**src/fdc_host_pkg.sv**
```systemverilog
package fdc_host_pkg;

	// request upper nibble towards the workhorse cpu
	typedef enum logic [3:0] {
		req_read     = 4'h1, // fill buffer from image
		req_write    = 4'h2, // flush buffer to image
		req_readaddr = 4'h3, // id field into buffer
		req_nop      = 4'h4, // head command, low nibble is the opcode
		req_ack      = 4'h8, // idle
		req_fail     = 4'hc
	} wh_req_e;

	// workhorse status nibble
	localparam int whs_done    = 0;
	localparam int whs_ok      = 1;
	localparam int whs_crc     = 2;
	localparam int whs_noimage = 3; // no disk image mounted

	// timing
	localparam int drq_timeout = 255; // cycles a byte may sit in drq
	localparam int fetch_delay = 15;  // buffer read to drq

endpackage

```
**src/fdc_drq_watchdog.sv**
```systemverilog
`timescale 1ns/10ps

module fdc_drq_watchdog (
	input  logic clk,
	input  logic cock,
	input  logic kick,
	output logic expired
);
	import fdc_host_pkg::*;

	logic [15:0] count;

	// retriggerable, parks at zero
	always_ff @(posedge clk or posedge cock) begin
		if (cock) begin
			count <= '0;
		end else if (kick) begin
			count <= 16'(drq_timeout); // fresh byte on offer
		end else if (count != '0) begin
			count <= count - 16'd1;
		end
	end

	// host missed the byte
	assign expired = (count == '0);

endmodule

```
**config.mk**
```make
export PLATFORM = sky130hd
export DESIGN_NAME = fdc_drq_watchdog
export DESIGN_NICKNAME = d
export VERILOG_FILES = /design/src/fdc_host_pkg.sv /design/src/fdc_drq_watchdog.sv
export SDC_FILE = /design/constraint.sdc
export NUM_CORES = 1
export LEC_CHECK = 0
export BUFFER_PORTS_ARGS = -buffer_cell sky130_fd_sc_hd__buf_2
export CORE_MARGIN = 10
export CORE_UTILIZATION = 35
export DETAILED_ROUTE_END_ITERATION = 10
export PLACE_DENSITY = 0.5
export SLEW_MARGIN = 15
export SYNTH_ARGS = -nofsm -noshare
export SYNTH_HDL_FRONTEND = slang
export SYNTH_SLANG_ARGS = --single-unit
```
**constraint.sdc**
```tcl
create_clock -name clk -period 2 [get_ports clk]
set_input_delay 0.1 -clock clk [delete_from_list [all_inputs] [get_ports clk]]
set_output_delay 0.1 -clock clk [all_outputs]
set_load 0.005 [all_outputs]
```
=== After elaboration in Yosys (flattened, before gate mapping) ===
Index checks and enable logic that the tools add are counted.

* Register bits after elaboration: 16
* Input bits: 3
* Output and inout port bits: 1
* Logic and storage cells: 7

* Muxes and demuxes: 2
* Add/sub/neg operators: 1
* Reduce and logical (&&, ||, !) cells: 3

{| class="wikitable"
|+ Operators with widths
! operator !! number
|-
| $mux W16 || 2
|-
| $logic_not A16 Y1 || 1
|-
| $reduce_bool A16 Y1 || 1
|-
| $sub A16 B1 Y16 const B || 1
|-
| $reduce_bool A2 Y1 || 1
|}

=== Depth between registers and ports, before layout ===
* Word-level depth: 3
* Depth in mapped cells: 8

=== Worst setup path after synthesis ===
No wires, ideal clock.

* Path kind: flip-flop to flip-flop
* From: register count[0]
* To: register count[3]
* Period minus slack after synthesis: 1,743 ps
* Cell stages (with the launch flop): 9
* Library setup time: 132 ps
* Path buffers: 2
* Setup slack: 257 ps
* Required time: 1,868 ps
* Arrival time: 1,612 ps
* Path through: dfrtp_1 -> inv_1 -> ha_1 -> nor4b_1 -> and4_1 -> buf_4 -> buf_8 -> nor3_1 -> or3b_1

* Longest elaborated chain between the ends: 3
* Elaborated cells between the ends (all ways): 5

{| class="wikitable"
|+ RTL lines
! element !! line !! text
|-
| from (decl) || fdc_drq_watchdog.sv:11 || <nowiki>logic [15:0] count;</nowiki>
|-
| from (signal assigned) || fdc_drq_watchdog.sv:18 || <nowiki>count <= 16'(drq_timeout);</nowiki>
|-
| from (signal assigned) || fdc_drq_watchdog.sv:20 || <nowiki>count <= count - 16'd1;</nowiki>
|-
| $sub A16 B1 Y16 || fdc_drq_watchdog.sv:20 ||
|-
| $mux W16 || fdc_drq_watchdog.sv:19 || <nowiki>end else if (count != '0) begin</nowiki>
|-
| $mux W16 || fdc_drq_watchdog.sv:17 || <nowiki>end else if (kick) begin</nowiki>
|}

Parallel ways exist; a longest one is shown, timed or not. The select of a mux whose other input is x is not followed.
A chain may end at the register's enable or synchronous reset.

=== Worst setup path after layout ===
Ends and elaborated chain as after synthesis.

==> run metrics <==
status finished clean; initial antenna violation count 0; part of the cycle the worst path needs 92.1%; Initial DRC Count 70; crit path cell chain inv_1 -> ha_1 -> nor4b_1 -> and4_2 -> nor3_1 -> or3b_1; post-CTS setup buffers 0; # setup viols final 0; Leak 0.413 nW; I/O Buffers 3; Max-Cap Viols 0; cell taking the most area after synthesis dfrtp_1; Largest regs count x16; top achievable clock speed 543 MHz; synthesized flop and latch total 16; TritonCTS clock tree built; # diodes 0; Root Driver clkbuf_4; CTS max path bufs 2; critical-path maximum fanout 13; Final #Nets 114; post-route ant nets 0; Clock Sinks 16; area delta synth->final 13.1%; VDD IR max 0.293 mV; Avg Cell Area, Syn 9.84 µm²; WP data arrival 2020 ps; setup_tns 0 ps; max reg flops 16; die area 5220 µm²; CTS clock-pin slew for the worst setup and hold paths 90 ps; H-tree Lvls 1; cells after synthesis 97; post-place instance area 1040 µm²; Worst-Margin Slew 632 ps; Yosys cell types 36; Tmin final 1840 ps; RSZ-0062 raised after global routing no; largest net degree at the start of global routing 21; Vias/cell 5.51; Critical-path top delay cell and4_2; Max Transition Viols Final 0; syn nets 101; Hold Crit Class input port to flip-flop; reg-to-reg slack, setup 160 ps; I/O pin count 4; Die Y-Extent 72.2 µm; WL per Instance 14.1 µm; Synth top area share 41.9%; clk_skew 2.43 ps; global-route wire length before repair 3.50 mm; final instance area 1080 µm²; CTS Buf Count 3; WP data required 2170 ps; GRT Overall Usage 8.13%; FF-to-FF Start count[0]; Synth Cell Area 955 µm²; critical path class flip-flop to flip-flop; Syn. warnings 0; Int Pwr 0.409 mW; Comb power frac 6.0%; commonest non-fill, non-tap cells in the layout dfrtp_1, buf_4, a21oi_1, nor2_1; critical path startpoint count[0]; Area contributors post-synth dfrtp_1, o31ai_1, a21oi_1; Max stage delay on crit path 430 ps; most flop-heavy register count; starting density of the core 37.5%; fill count 262; sw frac 24.1%; Hold Vio Cnt, Final 0; grt ovf 0; vias in the first global route 748; Rel. slew slack 57.8%; share of power burned in the clock network 32.3%; hold path start kick; CP startpoint kind flip-flop; dpl hpwl 1.40 mm; worst hold slack 219 ps; Worst setup EP type flip-flop; post-route DRC violation count 0; commonest non-fill, non-tap cell in the layout dfrtp_1; share of cells above drive strength 1 20.4%; Chip Width 72.2 µm; sequential area share after synthesis 41.9%; total number of vias 760; clock latency at the later pin of the worst-skew pair 290 ps; Final Wtd Congestion 0.746; sequential share of power 61.7%; PD cells 499 nW/µm²; Sw Pwr 0.130 mW; core area 2540 µm²; drt pass-1 iters 4; Core Rows 18; Total Wirelength 1.95 mm
[power by group through the flow]
| stage | clock network, mW | logic [mW] | registers [mW] |
|---|---|---|---|
| 5_1_grt | 0.195 | 0.0381 | 0.334 |
| 3_5_place_dp | 0 | 0.0315 | 0.339 |
| 2_1_floorplan | 0 | 0.0235 | 0.338 |
| 6_report | 0.174 | 0.0321 | 0.333 |
| 3_3_place_gp | 0 | 0.0314 | 0.339 |
| 4_1_cts | 0.179 | 0.0330 | 0.333 |
[path summary, 6_finish.rpt]
path	cells past startpoint	to
max in group asynchronous	3	count[5]
max reg2reg	6	count[3]
min reg2reg	1	count[4]
max	6	count[3]
min	2	count[12]
min in group asynchronous	3	count[4]
[per-layer routing]
metal	global-route usage, %	part of all wire [%]	vias up	wire length, µm
met5	0	0	-	0
met4	3.87	1.6	0	32
met3	1.90	3.6	4	70
met2	11.7	43	10	840
met1	11.1	52	361	1010
li1	-	-	385	-
[cell usage after synthesis]
cell type	n
dfrtp_1	16
a21oi_1	7
nor2_1	7
inv_1	5
nor4_1	5
o31ai_1	5
or3_1	5
nand2_1	4
nor2b_1	4
o21ai_0	4
or4_1	3
a211o_1	2
and4_1	2
clkbuf_1	2
mux2_1	2
mux2i_1	2
nor3_1	2
or3b_1	2
a211oi_1	1
buf_2	1
buf_4	1
buf_8	1
ha_1	1
nand2b_1	1
nand3_1	1
nand3_2	1
nand4_1	1
nor3_4	1
nor3b_1	1
nor3b_2	1
nor4_2	1
nor4_4	1
nor4b_1	1
or2_1	1
or4b_1	1
xnor2_1	1
[critical path: cells and delay by family, from the launching register on]
kind,cells,cell delay [ps]
flip-flops,1,400
adder cells (fa/ha/maj),1,180
buffers and inverters,1,90
AND/OR/NAND/NOR,4,1060
[kinds of logic after synthesis]
| kind of cell | after synthesis | share of synthesized area [%] |
|---|---|---|
| simple gates | 46 | 33.4 |
| compound gates | 19 | 12.3 |
| flops | 16 | 41.9 |
| buf+inv | 10 | 5.64 |
| mux | 4 | 4.46 |
| xor+xnor | 1 | 0.918 |
| fa+ha+maj | 1 | 1.31 |
[metrics by stage]
step                      total power [mW]  util [%]  std cells  setup slack, ps
after floorplan                      0.361         -         97              257
after global placement               0.370      40.9        134              105
after detailed placement             0.370      40.9        134             59.4
after CTS                            0.544      42.1        138             51.4
after global routing                 0.566      42.4        138             14.0
final                                0.539      42.4        138              157
[area by class of cell]
type	instances	area (µm²)	area share (%)
sequential	16	400	37.1
inverter	5	18.8	1.74
timing repair buffer	13	92.6	8.57
tap	30	37.5	3.48
clock buffer	3	22.5	2.09
multi-input combinational	71	508	47.0
[repair_timing]
item / 4_1_cts / 5_1_grt
setup endpoints to repair: 0 / 5
endpoints found under the hold margin: 16 / 0
gates resized for setup: 0 / 2
hold buffers: 1 / 0
No activity file was read; power rests on OpenSTA's default activity.
