===== config.mk =====
export PLATFORM = sky130hd
export DESIGN_NAME = fdc_host_regs
export DESIGN_NICKNAME = d
export VERILOG_FILES = /design/src/fdc_regs_pkg.sv /design/src/fdc_host_regs.sv
export SDC_FILE = /design/constraint.sdc
export NUM_CORES = 1
export LEC_CHECK = 0
export BUFFER_PORTS_ARGS = -buffer_cell sky130_fd_sc_hd__buf_2
export CAP_MARGIN = 20
export CORE_MARGIN = 3
export CORE_UTILIZATION = 46
export DETAILED_ROUTE_END_ITERATION = 8
export GPL_TIMING_DRIVEN = 0
export MAX_ROUTING_LAYER = met4
export PLACE_DENSITY = 0.79
export SLEW_MARGIN = 20
export SYNTH_ARGS = -nofsm -noshare
export SYNTH_HDL_FRONTEND = slang
export SYNTH_SLANG_ARGS = --single-unit

===== constraint.sdc =====
create_clock -name clk -period 1.7 [get_ports clk]
set_input_delay 0.34 -clock clk [delete_from_list [all_inputs] [get_ports clk]]
set_output_delay 0.34 -clock clk [all_outputs]
set_load 0.05 [all_outputs]

===== src/fdc_regs_pkg.sv =====
package fdc_regs_pkg;

	// --------------------------------------------------
	// host register map
	// --------------------------------------------------
	typedef enum logic [2:0] {
		addr_cmd    = 3'b000, // command on write, status on read
		addr_track  = 3'b001,
		addr_sector = 3'b010,
		addr_data   = 3'b011,
		addr_ctl2   = 3'b111  // secondary control, drive and side
	} reg_addr_e;

	// command upper nibble
	typedef enum logic [3:0] {
		cmd_restore      = 4'h0,
		cmd_seek         = 4'h1,
		cmd_step         = 4'h2,
		cmd_step_upd     = 4'h3,
		cmd_step_in      = 4'h4,
		cmd_step_in_upd  = 4'h5,
		cmd_step_out     = 4'h6,
		cmd_step_out_upd = 4'h7,
		cmd_read_sect    = 4'h8,
		cmd_read_multi   = 4'h9,
		cmd_write_sect   = 4'ha,
		cmd_write_multi  = 4'hb,
		cmd_read_addr    = 4'hc,
		cmd_force_int    = 4'hd,
		cmd_read_track   = 4'he,
		cmd_write_track  = 4'hf
	} fdc_cmd_e;

	// --------------------------------------------------
	// status bits, type I name first, type II second
	// --------------------------------------------------
	localparam int sbit_busy             = 0;
	localparam int sbit_drq_index        = 1;
	localparam int sbit_lost_track0      = 2;
	localparam int sbit_crcerr           = 3;
	localparam int sbit_seekerr          = 4; // record not found on type II
	localparam int sbit_headload_wrfault = 5;
	localparam int sbit_readonly         = 6;
	localparam int sbit_notready         = 7;

	// disk geometry
	localparam int sector_size       = 1024;
	localparam int sectors_per_track = 5;
	localparam int readaddr_len      = 6;  // track, side, sector, size code, crc hi/lo
	localparam int buff_aw           = 10; // covers one sector

endpackage


===== src/fdc_host_regs.sv =====
`timescale 1ns/10ps

module fdc_host_regs (
	input  logic                    clk,
	input  logic                    cock,
	input  logic                    rd,
	input  logic                    wr,
	input  fdc_regs_pkg::reg_addr_e addr,
	input  logic [7:0]              idata,
	input  logic                    busy,
	input  logic [7:0]              status,
	input  logic                    track_load,
	input  logic [7:0]              track_val,
	input  logic                    sector_inc,
	input  logic                    data_load,
	input  logic [7:0]              load_val,
	output logic [7:0]              odata,
	output logic [7:0]              track,
	output logic [7:0]              sector,
	output logic [7:0]              datareg,
	output logic                    side,
	output logic                    drive,
	output logic                    cmd_strobe,
	output logic [7:0]              cmd,
	output logic                    data_read,
	output logic                    data_write
);
	import fdc_regs_pkg::*;

	// strobes to the fsm, same cycle as the host access
	assign cmd_strobe = wr && (addr == addr_cmd);
	assign cmd        = idata;
	assign data_write = wr && (addr == addr_data);
	assign data_read  = rd && (addr == addr_data);

	// --------------------------------------------------
	// track, sector, ctl2
	// --------------------------------------------------
	always_ff @(posedge clk or posedge cock) begin
		if (cock) begin
			track  <= 8'h00;
			sector <= 8'h00;
			side   <= 1'b0;
			drive  <= 1'b0;
		end else begin
			if (track_load) begin
				track <= track_val; // restore or step with update
			end else if (wr && (addr == addr_track) && !busy) begin
				track <= idata;
			end
			if (sector_inc) begin
				sector <= sector + 8'd1; // multi-sector advance
			end else if (wr && (addr == addr_sector) && !busy) begin
				sector <= idata;
			end
			if (wr && (addr == addr_ctl2)) begin
				side  <= idata[2];
				drive <= idata[0];
			end
		end
	end

	// data register, buffer byte or host byte
	always_ff @(posedge clk) begin
		if (data_load) begin
			datareg <= load_val;
		end else if (data_write) begin
			datareg <= idata;
		end
	end

	// registered read mux, valid the cycle after rd
	always_ff @(posedge clk) begin
		if (rd) begin
			case (addr)
				addr_cmd:    odata <= status;
				addr_track:  odata <= track;
				addr_sector: odata <= sector;
				addr_data:   odata <= datareg;
				addr_ctl2:   odata <= {5'b11111, side, 1'b1, drive}; // spare bits float high
				default:     odata <= 8'hff;
			endcase
		end
	end

endmodule


Word level (Yosys, flattened, before mapping) --
Index checks and enable logic that the tools add are counted.
Operators by class: reduce and logical (&&, ||, !) cells 13, eq/ne operators 4, muxes and demuxes 7, add/sub/neg operators 1
Operators with widths (number):
- $mux 8 | 6
- $pmux 8 s5 | 1
- $add 8x1->8 const B | 1
- $logic_and 1x1->1 | 8
- $eq 3x2->1 const B | 2
- $reduce_bool 2->1 | 3
- $eq 3x1->1 const B | 1
- $eq 3x3->1 const B | 1
- $logic_not 3->1 | 1
- $logic_not 1->1 | 1
Word-level totals: logic and storage cells 31, output and inout bits 45, flip-flop bits (word level) 34

Depth between registers and ports, before layout --
depth after elaboration 5, mapped depth 6, gate-level depth less buffers 5

Worst setup path after synthesis --
No wires, ideal clock.
kind input to output, from in addr[1], to out cmd_strobe, data required time 1360 ps, arrival time 1693 ps, stages on the path 3, path buffers 1, path slack -333 ps, cells stage by stage buf_6 -> nand2b_1 -> nor3_1
On the way: word-level cells in the longest chain between the ends 2
Ends and longest elaborated chain:
- start, declared | RTL line fdc_host_regs.sv:8 | input fdc_regs_pkg::reg_addr_e addr,
- $logic_not 3->1 | RTL line fdc_host_regs.sv:31 | assign cmd_strobe = wr && (addr == addr_cmd);
- $logic_and 1x1->1 | RTL line fdc_host_regs.sv:31
- end, declared | RTL line fdc_host_regs.sv:23 | output logic cmd_strobe,
No other way between the ends.

Final worst setup path --
from in addr[0], to reg odata[6] (data pin)
On the way: word-level cells in the longest chain between the ends 2, elaborated cells between the ends (all ways) 6, those cells by class eq/ne (4); mux (1); reduce/logical (1)
Ends and longest elaborated chain:
- $eq 3x3->1, or another cell as far along | RTL line fdc_host_regs.sv:75 | case (addr)
- $pmux 8 s5 (*) | RTL line fdc_host_regs.sv:75
- end signal, assigned | RTL line fdc_host_regs.sv:76 | addr_cmd: odata <= status;
- end signal, assigned | RTL line fdc_host_regs.sv:77 | addr_track: odata <= track;
- end signal, assigned | RTL line fdc_host_regs.sv:78 | addr_sector: odata <= sector;
- end, declared | RTL line fdc_host_regs.sv:17 | output logic [7:0] odata,
Mark *: on every way between the ends. The rest lies on a longest branch, timed or not. A chain may end at the register's enable or synchronous reset.

==> metrics.yaml <==
fmax_mhz: 649
slew-limit-headroom: 0.511
slew_viol_final: 0
clkPwrFrac: 0.200
rr_endpoint: "sector[6]$_DFFE_PP0P_"
grt_max_degree: 19
cts_hold_buf: 0
end_kind: "register"
powerDensity_nw_per_um2: 1260
crit_type: "input port to register"
synth_common_cells: "dfrtp_1 (18), edfxtp_1 (16), nand2_1 (16)"
r2r_start: "sector[0]$_DFFE_PP0P_"
area_growth_pct: 31.4
clkSlewWorstSetupHoldPaths_ps: 70
ios: 88
cts_root_buf: "clkbuf_8"
wl_per_cell_um: 17.1
grt_pass1_vias: 1697
ant_nets: 0
ir_drop_mv: 0.737
place_inst: 293
start_util: 0.494
synth-edff-count: 16
rsz0062_at_grt: "false"
drtIter0Drc: 133
routed_wirelength_um: 5160
synthDistinctLibCells: 36
die_h_um: 69.9
vias: 1684
fin_crit_ps: 1540
yosys_register_bits: 34
syn_area_sq_um: 1880
ys_seq_area_frac: 0.496
switching_share: 0.440
syn_inst: 159
hold_path_class: "input port to asynchronous set/reset pin"
min_period_over_period: 0.906
drc: 0
critPathLaunchType: "input port"
firstDrtPassIters: 4
setup_viol: 0
synth_most_common_cell: "dfrtp_1"
power.switching_w: 0.00136
intPower_w: 0.00174
syn-num-nets: 203
core_sq_um: 3800
cts_buffer_depth: 2
leakage_nw: 1.12
avgSynthCellArea_sq_um: 11.8
stdcell_count: 301
ys_async_sr_fraction: 0.529
status: "finished clean"
numCtsBuffers: 5
comb_power_share: 0.412
synthFlopType: "dfrtp_1"
h-tree-depth: 2
synthTopCellsByArea: "edfxtp_1 (26%), dfrtp_1 (24%), mux2i_1 (8.0%)"
cap_violations: 0
required_ps: 1730
cts_tree: "yes"
clock_skew_ps: 3.43
gp_congestion: 0.808
rows: 22
antenna_found_initial: 0
io_buffer_count: 86
post_cts_resized: 0
viasPerCell: 5.59
hold_violations: 0
die_area_sq_um: 4880
grt_overflow_total: 0
critical_path_peak_fanout: 10
tightest_slew_ps: 732
finalNetCount: 296
r2r_cells: 5
antenna_cells: 0
clock-sinks: 34
die_x_um: 69.9
synth_top_area_frac: 0.256
post-synth-top-area-cell: "edfxtp_1"
post-dp-hpwl_um: 3990
seqPwrFrac: 0.388
clock_latency_ps: 290
dpl_cell_area_sq_um: 2370
final_area_sq_um: 2470
grt.total_usage: 0.228
reg2reg_slack_ps: 210
layout-drive-gt1-share: 0.506
yosysWarnings: 0
postCtsSetupBuffers: 0
cp.arrival_ps: 1570
grt_pass1_wl_um: 8290
==> power by group through the flow <==
| stage | Combinational [W] | Sequential (W) | Clock [W] |
|---|---|---|---|
| floorplan | 0.000433 | 0.00169 | 0 |
| global placement | 0.00126 | 0.00120 | 0 |
| detailed placement | 0.00127 | 0.00121 | 0 |
| CTS | 0.00128 | 0.00119 | 0.000624 |
| global route | 0.00136 | 0.00122 | 0.000663 |
| finish | 0.00127 | 0.00120 | 0.000621 |
==> worst max-delay path: stages <==
cell,delay (ps)
buf_2,150
buf_2,290
mux4_2,560
or2_1,230
==> cell usage in the layout, fill, tap and decap left out, types with 2 or more instances in the layout <==
cell type / instances
nand2_1: 16
or2_1: 6
a22oi_1: 2
o22ai_1: 2
a221oi_1: 2
dfrtp_1: 18
a21oi_1: 5
buf_4: 8
nand3_1: 3
nand2b_1: 2
clkbuf_1: 4
nor3_1: 3
o21ai_1: 9
a311oi_1: 3
inv_1: 4
o21ai_0: 3
buf_2: 89
nor2_1: 4
mux4_2: 6
clkbuf_8: 6
mux2_2: 10
mux2i_1: 15
edfxtp_1: 16
==> cell type report <==
class,instances,area (sq um)
plain buffers,16,101
repair buffers,86,430
multi-input cells,105,837
inverters,4,15.0
clock buffers,7,86.3
well taps,48,60.1
fillers,315,1330
flip-flops and latches,34,931
clock inverters,1,5.00
==> per-layer routing <==
metal / routed length, um / global-route usage / vias up
met3: 455 / 0.0561 / 10
li1: - / - / 767
met1: 2170 / 0.291 / 818
met4: 110 / 0.0809 / 0
met2: 2420 / 0.354 / 89
met5: 0 / - / -
==> flip-flops by register name, indices dropped and copies added, names as in the netlist <==
name	cells
sector	8
datareg	8
odata	8
side	1
track	8
drive	1
==> worst max-delay path by stage <==
stage                     startpoint               endpoint  slack (ps)
3_5_place_dp                 addr[0]     odata[6]$_DFFE_PP_        -140
6_report                     addr[0]     odata[6]$_DFFE_PP_         160
4_1_cts                      addr[0]     odata[6]$_DFFE_PP_         170
3_3_place_gp                 addr[0]     odata[7]$_DFFE_PP_        -110
5_1_grt        sector[0]$_DFFE_PP0P_  sector[6]$_DFFE_PP0P_          50
2_1_floorplan                addr[1]              data_read           3
==> cells by family (layout without fill, tap and decap cells) <==
kind of cell,count (synthesis),after routing,synth area share
AND/OR/NAND/NOR,44,44,0.123
buffers and inverters,20,114,0.0620
multiplexers,31,31,0.212
AO/OA/AOI/OAI,28,28,0.0960
flip-flops,34,34,0.496
adder cells (fa/ha/maj),1,1,0.00667
XOR/XNOR,1,1,0.00467
==> metrics by stage <==
stage                     worst slack [ps]  hold WS (ps)  TNS, ps   util  total power (W)
after floorplan                       2.99           279        0      -          0.00212
after global placement                -114           486     -337  0.625          0.00246
after detailed placement              -138           496     -424  0.625          0.00248
after CTS                              173           185        0  0.649          0.00310
after global routing                  53.1           226        0  0.649          0.00324
final                                  160           168        0  0.649          0.00310
Note: power is estimated with default switching activity, not from simulation.
