## src/fdc_regs_pkg.sv

```systemverilog
package fdc_regs_pkg;

	// --------------------------------------------------
	// host register map
	// --------------------------------------------------
	typedef enum logic [2:0] {
		addr_cmd    = 3'b000, // command on write, status on read
		addr_track  = 3'b001,
		addr_sector = 3'b010,
		addr_data   = 3'b011,
		addr_ctl2   = 3'b111  // secondary control, drive and side
	} reg_addr_e;

	// command upper nibble
	typedef enum logic [3:0] {
		cmd_restore      = 4'h0,
		cmd_seek         = 4'h1,
		cmd_step         = 4'h2,
		cmd_step_upd     = 4'h3,
		cmd_step_in      = 4'h4,
		cmd_step_in_upd  = 4'h5,
		cmd_step_out     = 4'h6,
		cmd_step_out_upd = 4'h7,
		cmd_read_sect    = 4'h8,
		cmd_read_multi   = 4'h9,
		cmd_write_sect   = 4'ha,
		cmd_write_multi  = 4'hb,
		cmd_read_addr    = 4'hc,
		cmd_force_int    = 4'hd,
		cmd_read_track   = 4'he,
		cmd_write_track  = 4'hf
	} fdc_cmd_e;

	// --------------------------------------------------
	// status bits, type I name first, type II second
	// --------------------------------------------------
	localparam int sbit_busy             = 0;
	localparam int sbit_drq_index        = 1;
	localparam int sbit_lost_track0      = 2;
	localparam int sbit_crcerr           = 3;
	localparam int sbit_seekerr          = 4; // record not found on type II
	localparam int sbit_headload_wrfault = 5;
	localparam int sbit_readonly         = 6;
	localparam int sbit_notready         = 7;

	// disk geometry
	localparam int sector_size       = 1024;
	localparam int sectors_per_track = 5;
	localparam int readaddr_len      = 6;  // track, side, sector, size code, crc hi/lo
	localparam int buff_aw           = 10; // covers one sector

endpackage

```

## src/fdc_host_pkg.sv

```systemverilog
package fdc_host_pkg;

	// request upper nibble towards the workhorse cpu
	typedef enum logic [3:0] {
		req_read     = 4'h1, // fill buffer from image
		req_write    = 4'h2, // flush buffer to image
		req_readaddr = 4'h3, // id field into buffer
		req_nop      = 4'h4, // head command, low nibble is the opcode
		req_ack      = 4'h8, // idle
		req_fail     = 4'hc
	} wh_req_e;

	// workhorse status nibble
	localparam int whs_done    = 0;
	localparam int whs_ok      = 1;
	localparam int whs_crc     = 2;
	localparam int whs_noimage = 3; // no disk image mounted

	// timing
	localparam int drq_timeout = 255; // cycles a byte may sit in drq
	localparam int fetch_delay = 15;  // buffer read to drq

endpackage

```

## src/fdc_ctrl_fsm.sv

```systemverilog
`timescale 1ns/10ps

module fdc_ctrl_fsm (
	input  logic                            clk,
	input  logic                            cock,
	input  logic                            cmd_strobe,
	input  logic [7:0]                      cmd,
	input  logic                            data_read,
	input  logic                            data_write,
	input  logic [7:0]                      track,
	input  logic [7:0]                      sector,
	input  logic [7:0]                      datareg,
	input  logic                            side,
	input  logic                            drive,
	input  logic [7:0]                      wh_status,
	input  logic [7:0]                      buff_rdata,
	input  logic                            expired,
	output logic [7:0]                      status,
	output logic                            busy,
	output logic                            drq,
	output logic                            irq,
	output logic                            track_load,
	output logic [7:0]                      track_val,
	output logic                            sector_inc,
	output logic                            data_load,
	output logic [7:0]                      wh_request,
	output logic [fdc_regs_pkg::buff_aw-1:0] buff_addr,
	output logic                            buff_we,
	output logic                            kick
);
	import fdc_regs_pkg::*;
	import fdc_host_pkg::*;

	typedef enum logic [3:0] {
		st_ready, st_wait_ack, st_wait_rd, st_fetch, st_fetch_wait, st_next_addr,
		st_write_sect, st_write_1, st_write_2, st_wait_wr, st_reset
	} state_e;

	state_e    state;
	fdc_cmd_e  opcode;
	wh_req_e   req_code;
	logic [3:0] req_nib;      // drive/side or head opcode
	logic [7:0] head;         // real head position
	logic       step_dir;     // 1 = out, towards track 0
	logic       multi;
	logic       cmd_mode;     // 0 type I status, 1 type II
	logic       rdaddr;       // read address in progress
	logic       s_headload, s_index, s_seekerr, s_crcerr;
	logic       s_lost, s_wrfault, s_notready;
	logic [10:0] byte_cnt;    // bytes left in this sector
	logic [3:0]  fetch_tmr;

	logic        new_dir;
	logic [7:0]  next_head;
	logic [10:0] cnt_m1;
	logic        force_int, type1, type2;
	logic        wh_good, wh_fail, more_sect;

	assign opcode     = fdc_cmd_e'(cmd[7:4]);
	assign wh_request = {req_code, req_nib};

	// --------------------------------------------------
	// decode helpers
	// --------------------------------------------------
	assign new_dir   = cmd[6] ? cmd[5] : step_dir; // plain step keeps last direction
	assign next_head = new_dir ? head - 8'd1 : head + 8'd1;
	assign cnt_m1    = byte_cnt - 11'd1;
	assign force_int = cmd_strobe && (opcode == cmd_force_int);
	assign type1     = !cmd[7];
	assign type2     = cmd[7] && (cmd[6:4] <= 3'd4); // 8..c
	assign wh_good   = wh_status[whs_done] && wh_status[whs_ok];
	assign wh_fail   = wh_status[whs_noimage] || (wh_status[whs_done] && !wh_status[whs_ok]);
	assign more_sect = multi && (sector <= 8'(sectors_per_track));

	// byte goes into the data register as drq rises
	assign data_load = (state == st_fetch_wait) && (fetch_tmr == 4'd0);

	always_comb begin
		status                 = '0;
		status[sbit_busy]      = busy;
		status[sbit_crcerr]    = s_crcerr;
		status[sbit_seekerr]   = s_seekerr;
		status[sbit_readonly]  = 1'b0; // images never write protected
		status[sbit_notready]  = s_notready;
		if (cmd_mode) begin
			status[sbit_drq_index]        = drq;
			status[sbit_lost_track0]      = s_lost;
			status[sbit_headload_wrfault] = s_wrfault;
		end else begin
			status[sbit_drq_index]        = s_index;
			status[sbit_lost_track0]      = (head == 8'h00);
			status[sbit_headload_wrfault] = s_headload;
		end
	end

	// --------------------------------------------------
	// main sequencer
	// --------------------------------------------------
	always_ff @(posedge clk or posedge cock) begin
		if (cock) begin
			state      <= st_ready;
			req_code   <= req_ack;
			req_nib    <= 4'h0;
			head       <= 8'hff; // unknown until restore
			step_dir   <= 1'b0;
			multi      <= 1'b0;
			cmd_mode   <= 1'b0;
			rdaddr     <= 1'b0;
			{s_headload, s_index, s_seekerr, s_crcerr} <= '0;
			{s_lost, s_wrfault, s_notready} <= '0;
			{busy, drq, irq} <= '0;
			byte_cnt   <= '0;
			fetch_tmr  <= '0;
			buff_addr  <= '0;
			track_load <= 1'b0;
			track_val  <= 8'h00;
			sector_inc <= 1'b0;
			buff_we    <= 1'b0;
			kick       <= 1'b0;
		end else begin
			track_load <= 1'b0;
			sector_inc <= 1'b0;
			buff_we    <= 1'b0;
			kick       <= 1'b0;
			s_notready <= wh_status[whs_noimage];

			if (force_int) begin
				state <= st_reset; // abort whatever runs
			end else begin
				case (state)
				st_ready: begin
					if (cmd_strobe && !busy) begin
						if (type1) begin
							cmd_mode   <= 1'b0;
							s_headload <= cmd[3];
							s_index    <= 1'b1;
							busy       <= 1'b1;
							irq        <= 1'b0;
							req_code   <= req_nop;
							req_nib    <= cmd[7:4];
							state      <= st_wait_ack;
						end
						if (type2) begin
							cmd_mode <= 1'b1;
							busy     <= 1'b1;
							irq      <= 1'b0;
							{s_seekerr, s_crcerr, s_lost, s_wrfault} <= '0;
							multi    <= cmd[4];
							rdaddr   <= 1'b0;
							req_nib  <= {2'b00, drive, side};
							byte_cnt <= (opcode == cmd_read_addr) ? 11'(readaddr_len)
								: 11'(sector_size);
						end
						case (opcode)
						cmd_restore: begin
							head       <= 8'h00;
							track_load <= 1'b1;
							track_val  <= 8'h00;
						end
						cmd_seek: begin
							head     <= datareg; // target comes in the data register
							step_dir <= (datareg < track);
						end
						cmd_step, cmd_step_upd, cmd_step_in, cmd_step_in_upd,
						cmd_step_out, cmd_step_out_upd: begin
							step_dir   <= new_dir;
							head       <= next_head;
							track_load <= cmd[4]; // update flag
							track_val  <= next_head;
						end
						cmd_read_sect, cmd_read_multi: begin
							req_code <= req_read;
							state    <= st_wait_rd;
						end
						cmd_read_addr: begin
							req_code <= req_readaddr;
							rdaddr   <= 1'b1;
							state    <= st_wait_rd;
						end
						cmd_write_sect, cmd_write_multi: begin
							drq       <= 1'b1; // first byte wanted at once
							buff_addr <= '0;
							state     <= st_write_sect;
						end
						cmd_force_int, cmd_read_track, cmd_write_track: ; // track ops ignored
						endcase
					end else if (drq && (data_read || expired)) begin
						drq  <= 1'b0;
						kick <= 1'b1;
						if (!data_read) begin
							s_lost <= 1'b1; // byte skipped
						end
						if (cnt_m1 != '0) begin
							state <= st_next_addr;
						end else if (more_sect) begin
							sector_inc <= 1'b1;
							req_code   <= req_read;
							req_nib    <= {2'b00, drive, side};
							byte_cnt   <= 11'(sector_size);
							state      <= st_wait_rd;
						end else begin
							busy  <= 1'b0;
							irq   <= 1'b1;
							multi <= 1'b0;
						end
					end
				end
				st_wait_ack: begin
					if (wh_status[whs_done]) begin // any done ends a head command
						req_code <= req_ack;
						busy     <= 1'b0;
						irq      <= 1'b1;
						state    <= st_ready;
					end
				end
				st_wait_rd: begin
					if (wh_fail) begin
						req_code  <= req_ack;
						s_seekerr <= 1'b1;
						s_crcerr  <= wh_status[whs_crc];
						busy      <= 1'b0;
						irq       <= 1'b1;
						multi     <= 1'b0;
						state     <= st_ready;
					end else if (wh_good) begin
						req_code  <= req_ack;
						buff_addr <= '0;
						kick      <= 1'b1;
						state     <= st_fetch;
					end
				end
				st_fetch: begin
					fetch_tmr <= 4'(fetch_delay);
					state     <= st_fetch_wait;
				end
				st_fetch_wait: begin
					if (fetch_tmr != 4'd0) begin
						fetch_tmr <= fetch_tmr - 4'd1;
					end else begin
						drq <= 1'b1;
						if (rdaddr && (buff_addr == '0)) begin
							head <= buff_rdata; // id field tells where the head really is
						end
						state <= st_ready;
					end
				end
				st_next_addr: begin
					buff_addr <= buff_addr + 1'b1;
					byte_cnt  <= cnt_m1;
					fetch_tmr <= 4'(fetch_delay);
					state     <= st_fetch_wait;
				end
				st_write_sect: begin
					if (data_write) begin
						drq   <= 1'b0;
						state <= st_write_1;
					end
				end
				st_write_1: begin
					buff_we <= 1'b1; // data register into buffer
					state   <= st_write_2;
				end
				st_write_2: begin
					buff_addr <= buff_addr + 1'b1;
					byte_cnt  <= cnt_m1;
					if (cnt_m1 == '0) begin
						req_code <= req_write; // sector complete, flush
						req_nib  <= {2'b00, drive, side};
						state    <= st_wait_wr;
					end else begin
						drq   <= 1'b1;
						state <= st_write_sect;
					end
				end
				st_wait_wr: begin
					if (wh_fail) begin
						req_code  <= req_ack;
						s_wrfault <= 1'b1;
						s_seekerr <= 1'b1;
						s_crcerr  <= wh_status[whs_crc];
						busy      <= 1'b0;
						irq       <= 1'b1;
						multi     <= 1'b0;
						state     <= st_ready;
					end else if (wh_good) begin
						req_code <= req_ack;
						if (more_sect) begin
							sector_inc <= 1'b1;
							drq        <= 1'b1;
							byte_cnt   <= 11'(sector_size);
							buff_addr  <= '0;
							state      <= st_write_sect;
						end else begin
							busy  <= 1'b0;
							irq   <= 1'b1;
							state <= st_ready;
						end
					end
				end
				st_reset: begin
					drq      <= 1'b0;
					busy     <= 1'b0;
					multi    <= 1'b0;
					req_code <= req_ack;
					{s_seekerr, s_crcerr, s_lost, s_wrfault} <= '0;
					state    <= st_ready; // irq untouched
				end
				default: state <= st_ready;
				endcase
			end
		end
	end

endmodule

```

## config.mk

```make
export PLATFORM = sky130hd
export DESIGN_NAME = fdc_ctrl_fsm
export DESIGN_NICKNAME = d
export VERILOG_FILES = /design/src/fdc_regs_pkg.sv /design/src/fdc_host_pkg.sv /design/src/fdc_ctrl_fsm.sv
export SDC_FILE = /design/constraint.sdc
export NUM_CORES = 1
export LEC_CHECK = 0
export BUFFER_PORTS_ARGS = -buffer_cell sky130_fd_sc_hd__buf_2
export CAP_MARGIN = 15
export CORE_MARGIN = 2
export CORE_UTILIZATION = 30
export DETAILED_ROUTE_END_ITERATION = 16
export PLACE_DENSITY_LB_ADDON = 0.25
export SETUP_SLACK_MARGIN = 0.15
export SLEW_MARGIN = 40
export SYNTH_ARGS = -nofsm -noshare
export SYNTH_HDL_FRONTEND = slang
export SYNTH_SLANG_ARGS = --single-unit
```

## constraint.sdc

```tcl
create_clock -name clk -period 2.77 [get_ports clk]
set_input_delay 0 -clock clk [delete_from_list [all_inputs] [get_ports clk]]
set_output_delay 0 -clock clk [all_outputs]
set_load 0.05 [all_outputs]
```

# Word-level counts from Yosys, hierarchy flattened
# Index checks and enable logic that the tools add are counted.
# W data, S select, Z words.
[classes] bitwise=2 n_eq_ne=62 order_cmp=3 muxes=136 reduce_logical=62 n_addsub=5
[ops] cell="$mux W4" count=31
[ops] cell="$mux W11" count=8
[ops] cell="$mux W10" count=7
[ops] cell="$mux W1" count=61
[ops] cell="$pmux W10 S4" count=1
[ops] cell="$eq A4 B4 Y1 const B" count=9
[ops] cell="$pmux W4 S9" count=1
[ops] cell="$pmux W11 S3" count=1
[ops] cell="$eq A4 B3 Y1 const B" count=8
[ops] cell="$mux W8" count=4
[ops] cell="$pmux W4 S2" count=4
[ops] cell="$pmux W8 S2" count=2
[ops] cell="$ne A3 B3 Y1 const B" count=10
[ops] cell="$ne A2 B2 Y1 const B" count=14
[ops] cell="$pmux W8 S3" count=1
[ops] cell="$reduce_and A8 Y1" count=3
[ops] cell="$reduce_and A7 Y1" count=3
[ops] cell="$pmux W4 S5" count=1
[ops] cell="$reduce_and A4 Y1" count=5
[ops] cell="$reduce_and A9 Y1" count=2
[ops] cell="$eq A4 B2 Y1 const B" count=4
[ops] cell="$ne A4 B4 Y1 const B" count=4
[ops] cell="$reduce_and A5 Y1" count=3
[ops] cell="$reduce_bool A2 Y1" count=7
[ops] cell="42 further kinds" count=76
[totals] register_bits=71 word_cells=296 input_bits=56

# Logic depth before layout (Yosys ltp)
[logic_depth] depth_word=8 mapped_depth=12

# Least setup slack after synthesis
# No wires, ideal clock.
[synth_timing] path_kind="register to register" startpoint="reg byte_cnt[0]" endpoint="reg req_nib[0]" synth_period_minus_slack_ns=2.789 stages_incl_launch_ff=12 setup_time_ns=0.128 arrival_ns=2.662 path_slack_ns=-0.019 path_cell_list="dfrtp_1 -> clkbuf_1 -> inv_1 -> ha_1 -> or4b_4 -> o41ai_2 -> nand3_1 -> nor4_4 -> buf_6 -> nand2_4 -> a21oi_2 -> mux2_1"
[synth_between] elab_chain_cells=4 word_cells_on_any_way=6 cone_classes="add/sub (1); eq/ne (2); reduce/logical (3)"
[synth_lines] element="start: declaration" line_no="fdc_ctrl_fsm.sv:50" source="logic [10:0] byte_cnt;"
[synth_lines] element="start signal: assignment" line_no="fdc_ctrl_fsm.sv:151" source="byte_cnt <= (opcode == cmd_read_addr) ? 11'(readaddr_len)"
[synth_lines] element="start signal: assignment" line_no="fdc_ctrl_fsm.sv:199" source="byte_cnt <= 11'(sector_size);"
[synth_lines] element="start signal: assignment" line_no="fdc_ctrl_fsm.sv:249" source="byte_cnt <= cnt_m1;"
[synth_lines] element="$sub A11 B1 Y11 (*)" line_no="fdc_ctrl_fsm.sv:67" source="assign cnt_m1 = byte_cnt - 11'd1;"
[synth_lines] element="$reduce_bool A11 Y1 / $logic_not A11 Y1 (equally long branches)" line_no="fdc_ctrl_fsm.sv:193, fdc_ctrl_fsm.sv:266"
[synth_lines] element="$ne A3 B3 Y1 (no line) / $ne A2 B2 Y1 (equally long branches)"
[synth_lines] element="$reduce_and A7 Y1 (no line) (*)"
[synth_lines] element="end signal: assignment" line_no="fdc_ctrl_fsm.sv:140" source="req_nib <= cmd[7:4];"
[synth_lines] element="end signal: assignment" line_no="fdc_ctrl_fsm.sv:198" source="req_nib <= {2'b00, drive, side};"
[synth_lines] element="end signal: assignment" line_no="fdc_ctrl_fsm.sv:268" source="req_nib <= {2'b00, drive, side};"
[synth_lines] element="end: declaration" line_no="fdc_ctrl_fsm.sv:42" source="logic [3:0] req_nib;"
# Every way passes the cells marked *; elsewhere a longest branch is shown, timed or not.
# A chain may end at the register's enable or synchronous reset.

# Worst setup path in the final report
[layout_timing] startpoint="reg byte_cnt[1]" endpoint="reg req_code[0]"
[layout_between] elab_chain_cells=4 word_cells_on_any_way=6 cone_classes="add/sub (1); eq/ne (2); reduce/logical (3)"
[layout_lines] element="$sub A11 B1 Y11 (*)" line_no="fdc_ctrl_fsm.sv:67"
[layout_lines] element="$reduce_bool A11 Y1 / $logic_not A11 Y1 (equally long branches)" line_no="fdc_ctrl_fsm.sv:193, fdc_ctrl_fsm.sv:266"
[layout_lines] element="$ne A3 B3 Y1 (no line) / $ne A2 B2 Y1 (equally long branches)"
[layout_lines] element="$reduce_and A9 Y1 (no line) (*)"
[layout_lines] element="end signal: assignment" line_no="fdc_ctrl_fsm.sv:197" source="req_code <= req_read;"
[layout_lines] element="end signal: assignment" line_no="fdc_ctrl_fsm.sv:210" source="req_code <= req_ack;"
[layout_lines] element="end signal: assignment" line_no="fdc_ctrl_fsm.sv:218" source="req_code <= req_ack;"
[layout_lines] element="end: declaration" line_no="fdc_ctrl_fsm.sv:41" source="wh_req_e req_code;"
# Marks and branches as above.

==> impl_metrics.tcl <==
set metrics [dict create \
    finalCritPeriodShare_pct 94.29 \
    chipWidth_um 133.5 \
    met3_usage_pct 2.892 \
    yosysMostFrequentCell "nor2_1" \
    core_area_um2 16470 \
    synth_top_area_share_pct 30.34 \
    finalCriticalPeriod_ps 2612 \
    netlist_instances 615 \
    syn_to_final_growth_pct 28.05 \
    drc_errors 0 \
    synth_commonest_cells "nor2_1 (69), nand2_1 (68), dfrtp_1 (61)" \
    clock_sinks 70 \
    rows 47 \
    routed_wl_um 15960 \
    cp-start-kind "register" \
    synth-async-reset-ratio_pct 100.0 \
    start_util_pct 30.55 \
    relSlewSlack_pct 50.65 \
    critPathArrivalTime_ps 2840 \
    ys_top_cells_by_area "dfrtp_1 (30%), o21ai_0 (5.4%), nor2_1 (5.1%), nand2_1 (5.1%), dfstp_2 (4.7%)" \
    cts_buffer_depth 2 \
    ys_ff_latch 70 \
    wire_per_inst_um 16.71 \
    postLayoutCellArea_um2 6442 \
    status "completed" \
    tritoncts "done" \
    fmax_mhz 382.9 \
    hold_start "side" \
    antenna_found_initial 0 \
    worst_skew_pair.late_latency_ps 340 \
    layout-drive-gt1-share_pct 27.21 \
    die-height_um 133.5 \
    gp_congestion 0.9370 \
    syn_area_um2 5031 \
    grt_first_pass_wirelength_um 25960 \
    power.density_nw_per_um2 1148 \
    ant_nets 0 \
    fin_util_pct 39.13 \
    fill_cells 1725 \
    num_io_pins 98 \
    grt_use_total_pct 18.43 \
    grt_pass1_vias 4926 \
    path_clk_slew_ps 60 \
    hold_violations 0 \
    diodes 0 \
    grt_use_met1_pct 24.83 \
    worst_slack_ps 158.3 \
    total_power_mw 7.394 \
    setup_tns_ps 0 \
    cts_root_buf "clkbuf_16" \
    drt_iter0_drc 241 \
    fin_nets 805 \
    end_kind "register" \
    portBuffers 87 \
    numCtsBuffers 9 \
    die_area_um2 17820 \
    crit_start "byte_cnt[1]$_DFFE_PP0P_" \
    worstPathMaxFanout 5 \
    yosysWarnings 0 \
    place_area_um2 5862 \
    first_pass_iters 5 \
    setup_viol 0 \
    p_leak_nw 2.973 \
    yosys.area.top_type "dfrtp_1" \
    hpwl_um 11950 \
    grt.overflow.total 0 \
    met2_usage_pct 30.18 \
    peakVddDrop_mv 0.5066 \
    fin_worst_skew_ps 6.861 \
    setup.worst_path.class "register to register" \
    grt_busiest_layer "met2" \
    postSynthAreaPerCell_um2 8.181 \
    synth-edff-count 0 \
    min_path_type "input port to register" \
    yosysUniqueCellTypes 72 \
    rsz0062_at_grt "yes" \
    dpl_worst_slack_ps 90.81 \
    yosys_most_used_dff "dfrtp_1" \
    avgViaCountPerCell 5.267 \
    r2r_start "byte_cnt[1]$_DFFE_PP0P_" \
    worst-slew-pin-transition_ps 737.6 \
    slew_viol_final 0 \
    drv_cap 0 \
    htree_levels 3 \
    required_ps 2990 \
    via_count 5030 \
    seq_area_frac_synth_pct 35.04 \
    grt_start_max_net_pins 59 \
]
[metrics by stage]
stage	hold slack [ps]	instances
5_1_grt	15.26	955
6_report	15.82	955
3_3_place_gp	-33.81	920
2_1_floorplan	31.43	616
4_1_cts	5.479	951
3_5_place_dp	-29.06	920
[critical path, cell delays in order (launching register included)]
cell     delay [ps]
dfrtp_1         390
inv_2            80
ha_4            120
or4b_4          460
o41ai_2         220
nand3_1         160
nor4_4          180
buf_6           170
buf_6           100
nand2_4          50
a21oi_4         220
mux2_4          320
[final cells by class]
class                      count  area [um^2]  share of cell area (%)
sequential                    70         1767                   27.42
clock inverter                 6        86.33                   1.340
timing repair buffer         144        919.6                   14.27
clock buffer                  10        229.0                   3.554
tap                          220        275.3                   4.273
multi-input combinational    478         3064                   47.56
inverter                      27        101.3                   1.573
[per-layer routing]
layer / wire [um] / part of all wire [%]
met1: 7279 / 46
met2: 7495 / 47
met3: 863 / 5.4
met4: 316 / 2.0
met5: 0 / 0
[logic make-up (layout without fill, tap and decap cells)]
logic type                 after synthesis  after routing  share of synthesized area (%)
buffers and inverters                   68            187                          5.844
DFF                                     70             70                          35.04
other                                    1              2                        0.07454
adders and majority gates               19             19                          4.875
xor gates and xnor gates                10             10                          1.741
and+or+nand+nor                        241            241                          23.77
muxes                                   20             20                          4.352
AOI/OAI and AO/OA                      186            186                          24.30
[state kept, by name, summed over array words and instances, names as in the netlist, 3 cells and up]
name and count:
buff_addr 10, req_nib 3, byte_cnt 11, track_val 8, req_code 4, fetch_tmr 4
head 8, state 4
[layout by cell type (no fill, tap or decap), drive strengths merged, types with 4 or more instances in the layout]
cell type / instances
o31ai: 8
dlygate4sd3: 13
a22oi: 5
buf: 131
or2: 4
o211ai: 6
clkbuf: 10
nor2: 69
nor3: 19
ha: 18
dfrtp: 61
nand3b: 5
o21ai: 58
nand2: 69
nor4: 12
nor4b: 4
nand2b: 9
xnor2: 10
nor2b: 9
o21a: 5
mux2: 15
o21bai: 5
a31oi: 7
a21oi: 45
and3: 7
a21o: 7
nand3: 15
inv: 27
dfstp: 9
or3: 4
o22a: 4
mux2i: 5
o41ai: 5
a211oi: 4
[power breakdown]
part / internal (mW) / total [mW] / leakage, nW / switching [mW]
Sequential: 1.41 / 1.77 / 0.872 / 0.360
Combinational: 1.72 / 4.36 / 1.95 / 2.64
Clock: 0.787 / 1.26 / 0.152 / 0.473
Total: 3.92 / 7.39 / 2.97 / 3.48
[repair_timing]
| action | 4_1_cts | 5_1_grt |
|---|---|---|
| endpoints found under the setup margin | 6 | 32 |
| resized for setup | 2 | 20 |
| cloned | 0 | 0 |
| hold buffers | 13 | 0 |
| hold endpoints to repair | 78 | 0 |
| pin swaps | 0 | 5 |
| setup buffers | 2 | 4 |
[worst paths after layout]
path	endpoint	slack, ps	cells past startpoint
min reg2reg	s_index$_DFFE_PP0P_	480	1
max reg2reg	req_code[0]$_DFFE_PP0P_	160	11
max	req_code[0]$_DFFE_PP0P_	160	11
max in group asynchronous	req_code[3]$_DFFE_PP1P_	1940	4
min in group asynchronous	kick$_DFF_PP0_	160	3
min	req_nib[0]$_DFFE_PP0P_	20	3
Power figures use the tool's default switching activity.
